File: src/tlp_pkg.sv
package tlp_pkg;

	typedef logic [31:0] dw_t;      // one header or payload dword
	typedef logic [63:0] qword_t;   // one beat of the tx stream
	typedef logic [7:0]  tag_t;     // request tag
	typedef logic [15:0] req_id_t;  // bus[15:8] dev[7:3] func[2:0]
	typedef logic [9:0]  tlp_len_t; // length field, in dwords

	localparam logic [2:0] FMT_MWR_3DW = 3'b010;   // 3dw header, with data
	localparam logic [4:0] TYPE_MEM    = 5'b00000; // memory request
	localparam logic [3:0] BE_ALL      = 4'hF;     // every byte enabled

	// header dword 0 of a posted write
	function automatic dw_t mwr_dw0(tlp_len_t len);
		return {
			FMT_MWR_3DW,  // [31:29]
			TYPE_MEM,     // [28:24]
			1'b0,         // reserved
			3'b000,       // tc 0
			4'b0000,      // reserved, attr2, th
			1'b0,         // td, no digest
			1'b0,         // ep
			2'b00,        // attr
			2'b00,        // at
			len           // [9:0]
		};
	endfunction

	// header dword 1, requester id + tag + byte enables
	function automatic dw_t mwr_dw1(req_id_t rid, tag_t tag);
		return {
			rid,     // [31:16]
			tag,     // [15:8]
			BE_ALL,  // last be
			BE_ALL   // first be
		};
	endfunction

endpackage
File: src/counter_source.sv
`timescale 1ns/1ps

module counter_source #(
	parameter int N_CH = 3
) (
	input  logic            w_AppClk,
	input  logic            i_rst,
	input  logic            i_enable,
	input  logic [N_CH-1:0] i_fifo_full,
	output logic [N_CH-1:0] o_wr_en,
	output tlp_pkg::qword_t o_wr_data
);
	import tlp_pkg::*;

	localparam int            SW        = (N_CH > 1) ? $clog2(N_CH) : 1;
	localparam logic [SW-1:0] SLOT_LAST = SW'(N_CH - 1);

	logic [SW-1:0] slot;         // channel served this cycle
	qword_t        cnt [N_CH];   // next value per channel

	always_ff @(posedge w_AppClk) begin
		if (i_rst) begin
			slot <= '0;
		end else begin
			slot <= (slot == SLOT_LAST) ? '0 : slot + 1'b1; // rotates even when disabled
		end
	end

	always_comb begin
		for (int c = 0; c < N_CH; c++) begin
			o_wr_en[c] = i_enable && (slot == SW'(c)) && !i_fifo_full[c]; // full slot skipped
		end
	end

	assign o_wr_data = cnt[slot];

	always_ff @(posedge w_AppClk) begin
		for (int c = 0; c < N_CH; c++) begin
			if (i_rst) begin
				cnt[c] <= '0;
			end else if (o_wr_en[c]) begin
				cnt[c] <= cnt[c] + 1'b1; // advance only on a real write, no gaps
			end
		end
	end

	// one shared data bus, so at most one channel written per cycle
	a_wr_onehot : assert property (@(posedge w_AppClk) disable iff (i_rst)
		$onehot0(o_wr_en));

endmodule

File: config.mk
export PLATFORM = sky130hd
export DESIGN_NAME = counter_source
export DESIGN_NICKNAME = d
export VERILOG_FILES = /design/src/tlp_pkg.sv /design/src/counter_source.sv
export SDC_FILE = /design/constraint.sdc
export NUM_CORES = 1
export LEC_CHECK = 0
export BUFFER_PORTS_ARGS = -buffer_cell sky130_fd_sc_hd__buf_2
export CAP_MARGIN = 20
export CELL_PAD_IN_SITES_DETAIL_PLACEMENT = 0
export CELL_PAD_IN_SITES_GLOBAL_PLACEMENT = 1
export CORE_MARGIN = 1.5
export CORE_UTILIZATION = 50
export DETAILED_ROUTE_END_ITERATION = 7
export PLACE_DENSITY_LB_ADDON = 0.1
export SYNTH_ARGS = -nofsm -noshare
export SYNTH_HDL_FRONTEND = slang
export SYNTH_SLANG_ARGS = --single-unit
File: constraint.sdc
create_clock -name w_AppClk -period 7 [get_ports w_AppClk]
set_clock_uncertainty 0.05 [all_clocks]
set_input_delay 1.05 -clock w_AppClk [delete_from_list [all_inputs] [get_ports w_AppClk]]
set_output_delay 1.05 -clock w_AppClk [all_outputs]
set_load 0.02 [all_outputs]
# Word-level counts from Yosys, hierarchy flattened
# Memory sizes are Yosys's and may differ from the RTL's. A register that Yosys moved wholly into a read port is not among the register bits.
# Index checks and enable logic that the tools add are counted.
dict set report word_totals {
  register_bits 2
  latch_bits 0
  ramBits 192
  rom_bits 0
  output_inout_bits 67
  memories 1
}
# name depth width read_ports rd_ports_with_merged_regs write_ports line_no
set memory_table {}
lappend memory_table {cnt 3 64 4 1 3 counter_source.sv:19} ;# qword_t cnt [N_CH];
dict set report op_classes {
  addsub 4
  mul 0
  n_div 0
  magnitude_cmp 0
  n_eq_ne 2
  n_shift 0
  n_mux 15
  bitwise 3
  reduce_logical 11
}
# cell n
set op_table {}
lappend op_table {{$add 64x1->64 const B} 3}
lappend op_table {{$mux 64} 3}
lappend op_table {{$mux 1} 11}
lappend op_table {{$logic_and 1x1->1} 6}
lappend op_table {{$logic_not 1->1} 3}
lappend op_table {{$or 1x1->1} 3}
lappend op_table {{$add 2x1->2 const B} 1}
lappend op_table {{$eq 2x1->1 const B} 1}
lappend op_table {{$eq 2x2->1 const B} 1}
lappend op_table {{$logic_not 2->1} 1}
lappend op_table {{$mux 2} 1}
lappend op_table {{$reduce_or 2->1} 1}

# Longest topological paths before layout
dict set report logic_depth {
  ltp_word 7
  ltp_mapped 11
}

# Worst setup path before layout
# Ideal clock, no wire load.
dict set report synth_timing {
  path_type {reg2reg}
  startpoint {reg slot[0]}
  endpoint {mem cnt[2][0] (netlist bit) (enable)}
  setup_ns 0.695
  arrival_time_ns 2.843
  t_required_ns 6.255
  setup_slack_ns 3.412
  path_stages_with_launch 8
  path_buffers 3
  synth_period_minus_slack_ns 3.588
  path_cell_list {dfxtp_1 -> clkbuf_1 -> clkbuf_1 -> clkbuf_1 -> inv_1 -> ha_1 -> nand3b_1 -> nand2b_1}
}
# item line_no
set synth_lines {}
lappend synth_lines {{start, declared} counter_source.sv:18} ;# logic [SW-1:0] slot;
lappend synth_lines {{start signal, assigned} counter_source.sv:25} ;# slot <= (slot == SLOT_LAST) ? '0 : slot + 1'b1;
lappend synth_lines {{end, declared} counter_source.sv:19}

==> flow_metrics.py <==
metrics = {
    "run_status": {
        "status": "finished clean",
    },
    "placed_design": {
        "place_area_um2": 13100,
        "dp_hpwl_mm": 24.7,
        "placedCellCount": 1671,
        "routabilityCongestion": 0.947,
        "numPortBuffers": 72,
    },
    "final_layout": {
        "fin_util_pct": 56.3,
        "syn2layout_area_growth_pct": 9.84,
        "layout_commonest_cell": "edfxtp_1",
        "diodes": 0,
        "mostFrequentLayoutCells": "edfxtp_1 (192), nor2_1 (155), nand2_1 (138)",
        "final_cell_area_um2": 13800,
        "drive_gt1_share_pct": 12.1,
        "final_net_count": 1379,
        "stdcell_count": 1703,
    },
    "routing": {
        "route.detailed.drc": 0,
        "via_per_inst": 6.05,
        "dr.pass1.iters": 5,
        "wirelength_mm": 34.5,
        "routed-via-count": 10300,
        "wl_per_cell_um": 20.3,
        "ant_nets": 0,
        "drtIter0Drc": 1065,
    },
    "job": {
        "cap_violations": 0,
    },
    "worst_setup_path": {
        "cp-startpoint": "slot[0]",
        "timing.rr.start": "cnt[2][16]",
        "start_kind": "flop",
        "rr_endpoint": "cnt[2][63]",
        "worstPathMaxFanout": 51,
        "crit_chain": "buf_4 > mux2i_1 > o21ai_0 > buf_2",
        "critPathRequiredTime_ns": 5.90,
        "endpoint_kind": "primary output",
        "reg2reg_depth": 5,
        "cpLargestDelayFamily": "buffers and inverters",
        "reg2reg_setup_slack_ns": 3.71,
        "crit_type": "reg -> out",
        "critPathMaxStageDelay_ns": 0.72,
        "arrival_ns": 2.49,
        "critPathBufInv": 2,
        "crit_end": "o_wr_data[25]",
        "worstSetupPathDepth": 4,
        "crit_path_top_delay_cell": "buf_4",
    },
    "cts": {
        "clk_latency_ns": 0.45,
        "path_clk_slew_ns": 0.08,
        "clock_sinks": 194,
        "cts_setup_buffers": 0,
        "cts_resized": 0,
        "clock-root-buffer": "clkbuf_16",
        "htree_num_levels": 4,
        "hold_buffers": 0,
        "cts_buffers": 17,
        "ctsLongestPathBuffers": 2,
        "cts_tree": "done",
    },
    "logic_synthesis": {
        "syn_area_per_cell_um2": 9.42,
        "ys_seq_area_share_pct": 46.3,
        "synth-async-reset-ratio_pct": 0,
        "netlist_instances": 1330,
        "syn_nets": 1343,
        "yosysTopAreaCell": "edfxtp_1",
        "yosys_most_used_dff": "edfxtp_1",
        "yosys-top-cells-area": "edfxtp_1 (46%), mux2i_1 (5.2%), xor2_1 (4.9%)",
        "synth_top_area_share_pct": 46.0,
        "synth_seq_cells": 194,
        "syn-cell-area_um2": 12500,
        "synth_cell_types": 48,
        "ys_warn_count": 0,
        "synth_edf_count": 192,
    },
    "sta": {
        "rsz0062_at_grt": "false",
        "final-hold-violation-count": 0,
        "worst_pin_slew_ns": 1.05,
        "fin_tns_setup_ns": 0,
        "final_max_slew_viol_count": 0,
        "clock.fmax_mhz": 279,
        "period_minus_slack_ns": 3.59,
        "setup-violations-final": 0,
        "max-slew-margin-rel_pct": 29.8,
        "finalCritPeriodShare_pct": 51.2,
    },
    "hold_path": {
        "hp-class": "reg -> reg",
        "whs_path_depth": 1,
    },
    "die": {
        "num_rows": 57,
        "die-area_um2": 26000,
        "fp.coreArea_um2": 24500,
        "chipWidth_um": 161,
        "start_util_pct": 51.2,
        "dieHeight_um": 161,
        "io_pins": 73,
    },
    "global_route": {
        "grt-ovfl-total": 0,
        "grt_use_total_pct": 26.9,
        "grt_pass1_vias": 9166,
        "antenna_found_initial": 0,
        "grt_max_degree": 126,
        "grt_pass1_wl_mm": 53.9,
    },
    "power_and_ir_drop": {
        "vdd_ir_drop_max_mv": 0.153,
        "power_density_nw_per_um2": 223,
        "p_leak_uw": 0.00433,
        "power_uw": 3060,
    },
}
==> worst min-delay path by stage <==
stage	start	slack [ns]	end
finish	slot[0]	0.58	slot[0]
global route	slot[0]	0.62	slot[0]
CTS	slot[0]	0.58	slot[0]
detailed placement	slot[0]	0.57	slot[0]
global placement	slot[0]	0.55	slot[0]
floorplan	cnt[0][27]	0.55	cnt[0][27]
==> cell usage after synthesis (all sizes together) (4+ instances only) <==
master	number
inv	30
nand2	138
nor2	156
buf	22
nor3	32
or2	10
nand2b	4
mux2i	65
nor4	38
clkbuf	48
nand3b	5
or4	15
or3	47
xor2	70
nand4b	4
ha	7
nand3	74
o31ai	8
o21ai	108
nand4	93
edfxtp	192
and4	12
a21oi	57
and2	7
and3	18
xnor2	51
o211ai	4
==> kinds of logic (layout without fill, tap and decap cells) <==
kind of cell	after synthesis	after routing	share of synthesized area [%]
muxes	65	65	5.19
and+or+nand+nor	657	657	28.2
adders and majority gates	7	7	0.699
xor gates and xnor gates	121	121	8.46
DFF	194	194	46.3
buffers and inverters	100	149	3.20
AOI/OAI and AO/OA	186	186	7.93
==> state kept, by name, indices dropped and copies added, names as in the netlist <==
register,flops
cnt,192
slot,2
==> per-layer routing <==
metal | routed length, um | up-vias | GRT usage [%]
met4 | 391 | 0 | 5.93
met1 | 17000 | 4948 | 42.9
met2 | 14300 | 341 | 36.5
met3 | 2830 | 25 | 5.86
met5 | 0 | - | 0
li1 | - | 4994 | -
==> power breakdown <==
part	internal (uW)	switching [uW]
Combinational	173	357
Sequential	1370	140
Clock	495	534
Total	2030	1030
==> metrics by stage <==
stage	hold WS [ns]	worst slack, ns
global placement	0.553	3.86
CTS	0.581	3.42
floorplan	0.548	3.41
global route	0.620	3.29
detailed placement	0.568	3.80
finish	0.582	3.41
==> cell type report <==
| type | instances | area [um^2] |
|---|---|---|
| inverter | 30 | 113 |
| tap | 324 | 405 |
| clock inverter | 15 | 204 |
| clock buffer | 17 | 425 |
| sequential | 194 | 5810 |
| timing repair buffer | 87 | 473 |
| fill | 2195 | 10700 |
| multi-input combinational | 1036 | 6330 |
(Power assumes the default switching activity.)
