`config.mk`:
```
export PLATFORM = sky130hd
export DESIGN_NAME = tx_credit_arbiter
export DESIGN_NICKNAME = d
export VERILOG_FILES = /design/src/mempost_cfg_pkg.sv /design/src/tlp_pkg.sv /design/src/tx_credit_arbiter.sv
export SDC_FILE = /design/constraint.sdc
export NUM_CORES = 1
export LEC_CHECK = 0
export BUFFER_PORTS_ARGS = -buffer_cell sky130_fd_sc_hd__buf_2
export CAP_MARGIN = 10
export CORE_AREA = 4 4 124 126
export DETAILED_ROUTE_END_ITERATION = 16
export DIE_AREA = 0 0 128 130
export SLEW_MARGIN = 10
export SYNTH_ARGS = -nofsm -noshare
export SYNTH_HDL_FRONTEND = slang
export SYNTH_SLANG_ARGS = --single-unit
```
`constraint.sdc`:
```
create_clock -name w_AppClk -period 7.9 [get_ports w_AppClk]
set_input_delay 1.58 -clock w_AppClk [delete_from_list [all_inputs] [get_ports w_AppClk]]
set_output_delay 1.58 -clock w_AppClk [all_outputs]
set_load 0.02 [all_outputs]
```
`src/mempost_cfg_pkg.sv`:
```
package mempost_cfg_pkg;

	typedef logic [7:0]  cred_hdr_t;   // header credits
	typedef logic [11:0] cred_data_t;  // data credits, 16 bytes each
	typedef logic [2:0]  mps_code_t;   // devctl max payload field
	typedef logic [11:0] pyld_bytes_t; // payload size in bytes
	typedef logic [11:0] ch_ofs_t;     // byte offset inside one channel window

	localparam int          CRED_DATA_BYTES = 16;
	localparam int          CH_WINDOW_BYTES = 4096;           // per channel
	localparam logic [31:0] ADDR_BASE       = 32'h0001_0000;  // channel 0 window

	// max payload decode, unsupported codes fall back to 128
	function automatic pyld_bytes_t mps_decode(mps_code_t code);
		case (code)
			3'd0:    return 12'd128;
			3'd1:    return 12'd256;
			3'd2:    return 12'd512;
			default: return 12'd128;
		endcase
	endfunction

	// windows are laid out back to back above ADDR_BASE
	function automatic logic [31:0] ch_base(int unsigned c);
		return ADDR_BASE + 32'(c) * 32'(CH_WINDOW_BYTES);
	endfunction

endpackage

```
`src/tlp_pkg.sv`:
```
package tlp_pkg;

	typedef logic [31:0] dw_t;      // one header or payload dword
	typedef logic [63:0] qword_t;   // one beat of the tx stream
	typedef logic [7:0]  tag_t;     // request tag
	typedef logic [15:0] req_id_t;  // bus[15:8] dev[7:3] func[2:0]
	typedef logic [9:0]  tlp_len_t; // length field, in dwords

	localparam logic [2:0] FMT_MWR_3DW = 3'b010;   // 3dw header, with data
	localparam logic [4:0] TYPE_MEM    = 5'b00000; // memory request
	localparam logic [3:0] BE_ALL      = 4'hF;     // every byte enabled

	// header dword 0 of a posted write
	function automatic dw_t mwr_dw0(tlp_len_t len);
		return {
			FMT_MWR_3DW,  // [31:29]
			TYPE_MEM,     // [28:24]
			1'b0,         // reserved
			3'b000,       // tc 0
			4'b0000,      // reserved, attr2, th
			1'b0,         // td, no digest
			1'b0,         // ep
			2'b00,        // attr
			2'b00,        // at
			len           // [9:0]
		};
	endfunction

	// header dword 1, requester id + tag + byte enables
	function automatic dw_t mwr_dw1(req_id_t rid, tag_t tag);
		return {
			rid,     // [31:16]
			tag,     // [15:8]
			BE_ALL,  // last be
			BE_ALL   // first be
		};
	endfunction

endpackage
```
`src/tx_credit_arbiter.sv`:
```
`timescale 1ns/1ps

module tx_credit_arbiter #(
	parameter int N_CH = 3
) (
	input  logic                         w_AppClk,
	input  logic                         i_rst,
	input  logic [N_CH-1:0]              i_req,
	output logic [N_CH-1:0]              o_grant,
	input  mempost_cfg_pkg::mps_code_t   i_mps_code,
	input  mempost_cfg_pkg::cred_hdr_t   i_cred_lim_ph,  // posted header limit
	input  mempost_cfg_pkg::cred_data_t  i_cred_lim_pd,  // posted data limit
	input  logic [N_CH-1:0]              i_ch_valid,
	input  logic [N_CH-1:0]              i_ch_sop,
	input  logic [N_CH-1:0]              i_ch_eop,
	input  tlp_pkg::qword_t [N_CH-1:0]   i_ch_data,
	output logic [N_CH-1:0]              o_ch_ready,
	output logic                         o_tx_valid,
	output logic                         o_tx_sop,
	output logic                         o_tx_eop,
	output tlp_pkg::qword_t              o_tx_data,
	input  logic                         i_tx_ready,
	output mempost_cfg_pkg::cred_hdr_t   o_cred_cons_ph,  // cumulative, wraps mod 256
	output mempost_cfg_pkg::cred_data_t  o_cred_cons_pd   // cumulative, wraps mod 4096
);
	import mempost_cfg_pkg::*;

	cred_hdr_t       ph_avail;
	cred_data_t      pd_avail;
	cred_data_t      pd_need;   // data credits for one tlp
	logic            cred_ok;
	logic [N_CH-1:0] pick;

	assign pd_need  = cred_data_t'(mps_decode(i_mps_code) / CRED_DATA_BYTES);
	assign ph_avail = i_cred_lim_ph - o_cred_cons_ph;  // modular distance
	assign pd_avail = i_cred_lim_pd - o_cred_cons_pd;
	assign cred_ok  = (ph_avail != '0) && (pd_avail >= pd_need);
	assign pick     = i_req & (~i_req + 1'b1);         // lowest index requester

	always_ff @(posedge w_AppClk) begin
		if (i_rst) begin
			o_grant        <= '0;
			o_cred_cons_ph <= '0;
			o_cred_cons_pd <= '0;
		end else if (o_grant == '0) begin
			if ((i_req != '0) && cred_ok) begin
				o_grant        <= pick;
				o_cred_cons_ph <= o_cred_cons_ph + 1'b1; // charged at grant time
				o_cred_cons_pd <= o_cred_cons_pd + pd_need;
			end
		end else begin
			o_grant <= o_grant & i_req; // hold until owner drops its request
		end
	end

	// stream mux, granted channel only
	always_comb begin
		o_tx_data = '0;
		for (int c = 0; c < N_CH; c++) begin
			if (o_grant[c]) begin
				o_tx_data = i_ch_data[c];
			end
		end
	end

	assign o_tx_valid = |(o_grant & i_ch_valid);
	assign o_tx_sop   = |(o_grant & i_ch_sop);
	assign o_tx_eop   = |(o_grant & i_ch_eop);
	assign o_ch_ready = o_grant & {N_CH{i_tx_ready}}; // ready back to owner only

	// a second owner would interleave tlps on the link
	a_grant_onehot : assert property (@(posedge w_AppClk) disable iff (i_rst)
		$onehot0(o_grant));

endmodule

```
* Word-level counts from Yosys, hierarchy flattened
Cells that the tools add are included.
Storage, ports and cells: logic and storage cells 34, input bits 230, output and inout port bits 93, flip-flop bits (word level) 23
Cells by class: bitwise gates (word level) 7, reduce and logical (&&, ||, !) cells 9, mux-type cells 6, $lt $le $gt $ge 1, $add $sub $neg 5, equality and inequality tests 3
Operators with widths (count):
- 2-to-1 mux 64 bit | 3
- case mux 10 bit (2 select lines) | 1
- AND 3 bit | 6
- adder 12 x 8 -> 12 bit | 1
- greater-or-equal comparator 12 x 8 -> 1 bit | 1
- subtractor 12 bit | 1
- OR reduction 3 bit | 3
- adder 8 x 1 -> 8 bit (second input constant) | 1
- nonzero test 8 bit | 1
- subtractor 8 bit | 1
- 2-to-1 mux 3 bit | 2
- adder 3 x 1 -> 3 bit (second input constant) | 1
- == test 3 x 1 -> 1 bit (second input constant) | 1
- == test 3 x 2 -> 1 bit (second input constant) | 1
- logical NOT 3 bit | 1
- NOT 3 bit | 1
- nonzero test 3 bit | 1
- logical AND 1 bit | 2
- != test 2 x 1 -> 1 bit (second input constant) | 1
- AND reduction 2 bit | 1

* Logic depth before layout (Yosys ltp)
depth in word-level cells 7, gate-level depth with buffers 14

* Least setup slack after synthesis
OpenSTA, ideal clock, no wires.
path kind input port to flip-flop, start point input i_cred_lim_pd[3], end point register o_cred_cons_ph[2], setup time 121 ps, stages 12, arrival 4001 ps, data required time 7779 ps, path slack 3778 ps, buffers on the path 0, path through inv_1 > ha_1 > fa_1 > xnor2_1 > ha_1 > a21oi_1 > o21ai_0 > a311o_1 > nor4_1 > nand4_1 > nand3_1 > mux2_2
On the way: longest elaborated chain between the ends 5
RTL lines:
- from (decl) | line tx_credit_arbiter.sv:12 | input mempost_cfg_pkg::cred_data_t i_cred_lim_pd,
- subtractor 12 bit | line tx_credit_arbiter.sv:36 | assign pd_avail = i_cred_lim_pd - o_cred_cons_pd;
- greater-or-equal comparator 12 x 8 -> 1 bit | line tx_credit_arbiter.sv:37 | assign cred_ok = (ph_avail != '0) && (pd_avail >= pd_need);
- logical AND 1 bit | line tx_credit_arbiter.sv:37
- logical AND 1 bit | line tx_credit_arbiter.sv:46 | if ((i_req != '0) && cred_ok) begin
- AND reduction 2 bit (no line)
- to (signal assigned) | line tx_credit_arbiter.sv:48 | o_cred_cons_ph <= o_cred_cons_ph + 1'b1;
- to (decl) | line tx_credit_arbiter.sv:23 | output mempost_cfg_pkg::cred_hdr_t o_cred_cons_ph,
No other way between the ends. A chain may end at the register's enable or synchronous reset.

* Final worst setup path
Same ends and word-level chain as after synthesis.

==> impl_metrics.env <==
export IMPL_status="completed"
export IMPL_cts_buffer_depth=2
export IMPL_worstSkewPairLatency_ns=0.25
export IMPL_first_pass_iters=5
export IMPL_synth_distinct_cells=56
export IMPL_synth_ff_type="dfxtp_1"
export IMPL_fp_coreArea_mm2=0.01431
export IMPL_worstSetupStartpoint="i_cred_lim_pd[3]"
export IMPL_power_frac_comb_pct=60.4
export IMPL_synth_seq_cells=20
export IMPL_insertedDiodeCount=0
export IMPL_synth_area_leaders="a22oi_1 15%, dfxtp_1 12%, o21ai_0 11%, ha_1 9.3%, nand2_1 8.2%"
export IMPL_grt_pass1_wl_um=22520
export IMPL_final_common_cell="buf_2"
export IMPL_drtIter0Drc=302
export IMPL_dieWidth_um=128
export IMPL_power_density_mw_per_mm2=114.1
export IMPL_tightestPinTransition_ns=0.8062
export IMPL_setup_tns_ns=0
export IMPL_yosysSeqAreaShare_pct=12.37
export IMPL_r2r_start="o_cred_cons_pd[3]"
export IMPL_slew_violations=0
export IMPL_antenna_found_initial=1
export IMPL_area_growth_pct=54.49
export IMPL_r2r_cells=11
export IMPL_max_freq_mhz=234.9
export IMPL_worstPathRequired_ns=8.04
export IMPL_seq_area_um2=405.4
export IMPL_synth_area_mm2=0.003236
export IMPL_netlist_area_leader_share_pct=14.85
export IMPL_ctsResizeCount=0
export IMPL_maxCapViolCount=0
export IMPL_grt_overflow=0
export IMPL_async_reset_ff_share_pct=0
export IMPL_skew_ns=0.002741
export IMPL_slew_headroom_pct=46.25
export IMPL_yosysTopAreaCell="a22oi_1"
export IMPL_crit_fanout=7
export IMPL_finalHoldViolCount=0
export IMPL_reg2reg_to="o_cred_cons_ph[2]"
export IMPL_leakagePower_nw=2.495
export IMPL_rows=44
export IMPL_wl_met1_um=6747
export IMPL_die_area_mm2=0.01664
export IMPL_nNetsFinal=1031
export IMPL_switching_share_pct=45.23
export IMPL_period_share_pct=53.88
export IMPL_place_congestion=0.8341
export IMPL_setup_ws_ns=3.643
export IMPL_htreeDepth=1
export IMPL_highest_layer="met5"
export IMPL_wl_met3_um=2061
export IMPL_globalRouteTotalUtil_pct=17.12
export IMPL_grt_max_degree=96
export IMPL_end_kind="flip-flop"
export IMPL_numPortBuffers=319
export IMPL_ys_warn_count=0
export IMPL_cts_tree="yes"
export IMPL_clk_pin_slew_ns=0.06
export IMPL_power_w=0.0005701
export IMPL_drc=0
export IMPL_p_seq_share_pct=21.1
export IMPL_path_class="input pin to flip-flop"
export IMPL_syn_area_per_cell_um2=6.658
export IMPL_fill_cells=1609
export IMPL_vias=4643
export IMPL_numCtsBuffers=3
export IMPL_post_cts_buffers=0
export IMPL_hold_path_class="flip-flop to flip-flop"
export IMPL_die_h_um=130
export IMPL_startpoint_type="input pin"
export IMPL_critPathArrivalTime_ns=4.40
export IMPL_rrSetupSlack_ns=4.72
export IMPL_dp_slack_ns=3.340
export IMPL_routedWlPerCell_um=17.15
export IMPL_ios=323
export IMPL_grt_setup_unrepaired="no"
export IMPL_cts_sinks=20
export IMPL_initial_utilization_pct=22.60
export IMPL_clockPowerShare_pct=18.5
export IMPL_netlist_instances=486
export IMPL_switching_power_w=0.0002579
export IMPL_crit_end="o_cred_cons_ph[2]"
export IMPL_final_cell_mix="319 x buf_2, 73 x o21ai_0, 71 x nand2_1, 64 x a22oi_1, 33 x inv_1"
export IMPL_vdd_drop_max_uv=48.30
export IMPL_grt_pass1_vias=4232
export IMPL_drive_gt1_share_pct=44.06
export IMPL_setup_viol=0
export IMPL_synth_enable_flop_cells=0
export IMPL_multiInputGateArea_mm2=0.002541
export IMPL_postCtsHoldBufs=0
export IMPL_antenna_left=0
export IMPL_fin_crit_ns=4.257
export IMPL_vias_per_cell=4.847
export IMPL_wl_met2_um=7552
export IMPL_p_int_w=0.0003122
export IMPL_wirelength_um=16430
export IMPL_dpl_hpwl_um=13910
export IMPL_hold_depth=2
export IMPL_root_buffer="clkbuf_16"
==> registers in the layout, summed over array words and instances (netlist names) <==
name,cells
o_grant,3
o_cred_cons_ph,8
o_cred_cons_pd,9
==> power by group through the flow <==
| stage | clock network [W] | registers, W | logic (W) |
|---|---|---|---|
| global placement | 0 | 0.000123 | 0.000346 |
| CTS | 0.000107 | 0.000121 | 0.000350 |
| floorplan | 0 | 0.000123 | 0.000201 |
| detailed placement | 0 | 0.000123 | 0.000348 |
| global route | 0.000111 | 0.000122 | 0.000383 |
| finish | 0.000106 | 0.000120 | 0.000344 |
==> area by class of cell <==
type	count	share of cell area, %
Multi-Input combinational cell	395	50.84
Timing Repair Buffer	322	32.39
Clock buffer	4	1.577
Tap cell	184	4.606
Sequential cell	20	8.110
Inverter	33	2.478
==> stage by stage <==
step | utilization, % | cells | hold slack (ns) | area (µm²)
after floorplan | - | 488 | 0.5714 | 3243
after global placement | 34.37 | 954 | 0.5120 | 4920
after detailed placement | 34.37 | 954 | 0.5232 | 4920
after CTS | 34.92 | 958 | 0.5310 | 4999
after global routing | 34.92 | 958 | 0.5508 | 4999
final | 34.92 | 958 | 0.5241 | 4999
==> cell usage after synthesis (all sizes together) (2+ instances only) <==
master	n
nand2b	2
nor3	10
or3	3
o31a	2
o21ai	74
nor2b	6
o2111ai	2
a21o	2
or4	8
o211a	2
or4b	2
fa	2
nor3b	2
inv	33
dfxtp	20
o41ai	2
nand3	7
xnor2	5
o211ai	2
mux2	6
and2	3
ha	24
o31ai	9
clkbuf	25
a222oi	3
and3	4
nand4	4
a22oi	64
buf	15
nor4	8
a21oi	22
xor2	3
and4	2
mux2i	2
nand2	71
nor2	22
==> cell families after synthesis <==
kind of cell,Yosys count,share of synthesized area [%]
buf+inv,73,9.552
fa+ha+maj,26,10.52
mux,8,2.707
simple gates,157,23.51
flops,20,12.37
xor+xnor,8,2.166
other cells,1,0.1159
compound gates,193,39.06
==> metal layers <==
layer / global-route usage, % / vias up
met3: 7.245 / 7
met2: 27.73 / 218
met4: 1.498 / 2
met5: 0 / -
met1: 22.19 / 2036
li1: - / 2380
==> critical path, cell delays in order <==
cell	delay, ns
buf_2	0.07
inv_1	0.03
ha_1	0.21
fa_1	0.41
xnor2_1	0.18
ha_1	0.26
a21oi_1	0.12
o21ai_0	0.10
a311o_1	0.27
nor4_1	0.30
nand4_1	0.33
nand3_1	0.19
mux2_2	0.34
==> worst min-delay path by stage <==
stage                 startpoint           endpoint
6_report       o_cred_cons_ph[4]  o_cred_cons_ph[4]
3_5_place_dp   o_cred_cons_ph[4]  o_cred_cons_ph[4]
5_1_grt        o_cred_cons_pd[6]  o_cred_cons_pd[6]
4_1_cts        o_cred_cons_ph[4]  o_cred_cons_ph[4]
3_3_place_gp   o_cred_cons_ph[4]  o_cred_cons_ph[4]
2_1_floorplan  o_cred_cons_pd[6]  o_cred_cons_pd[6]
Note: power is estimated with default switching activity, not from simulation.
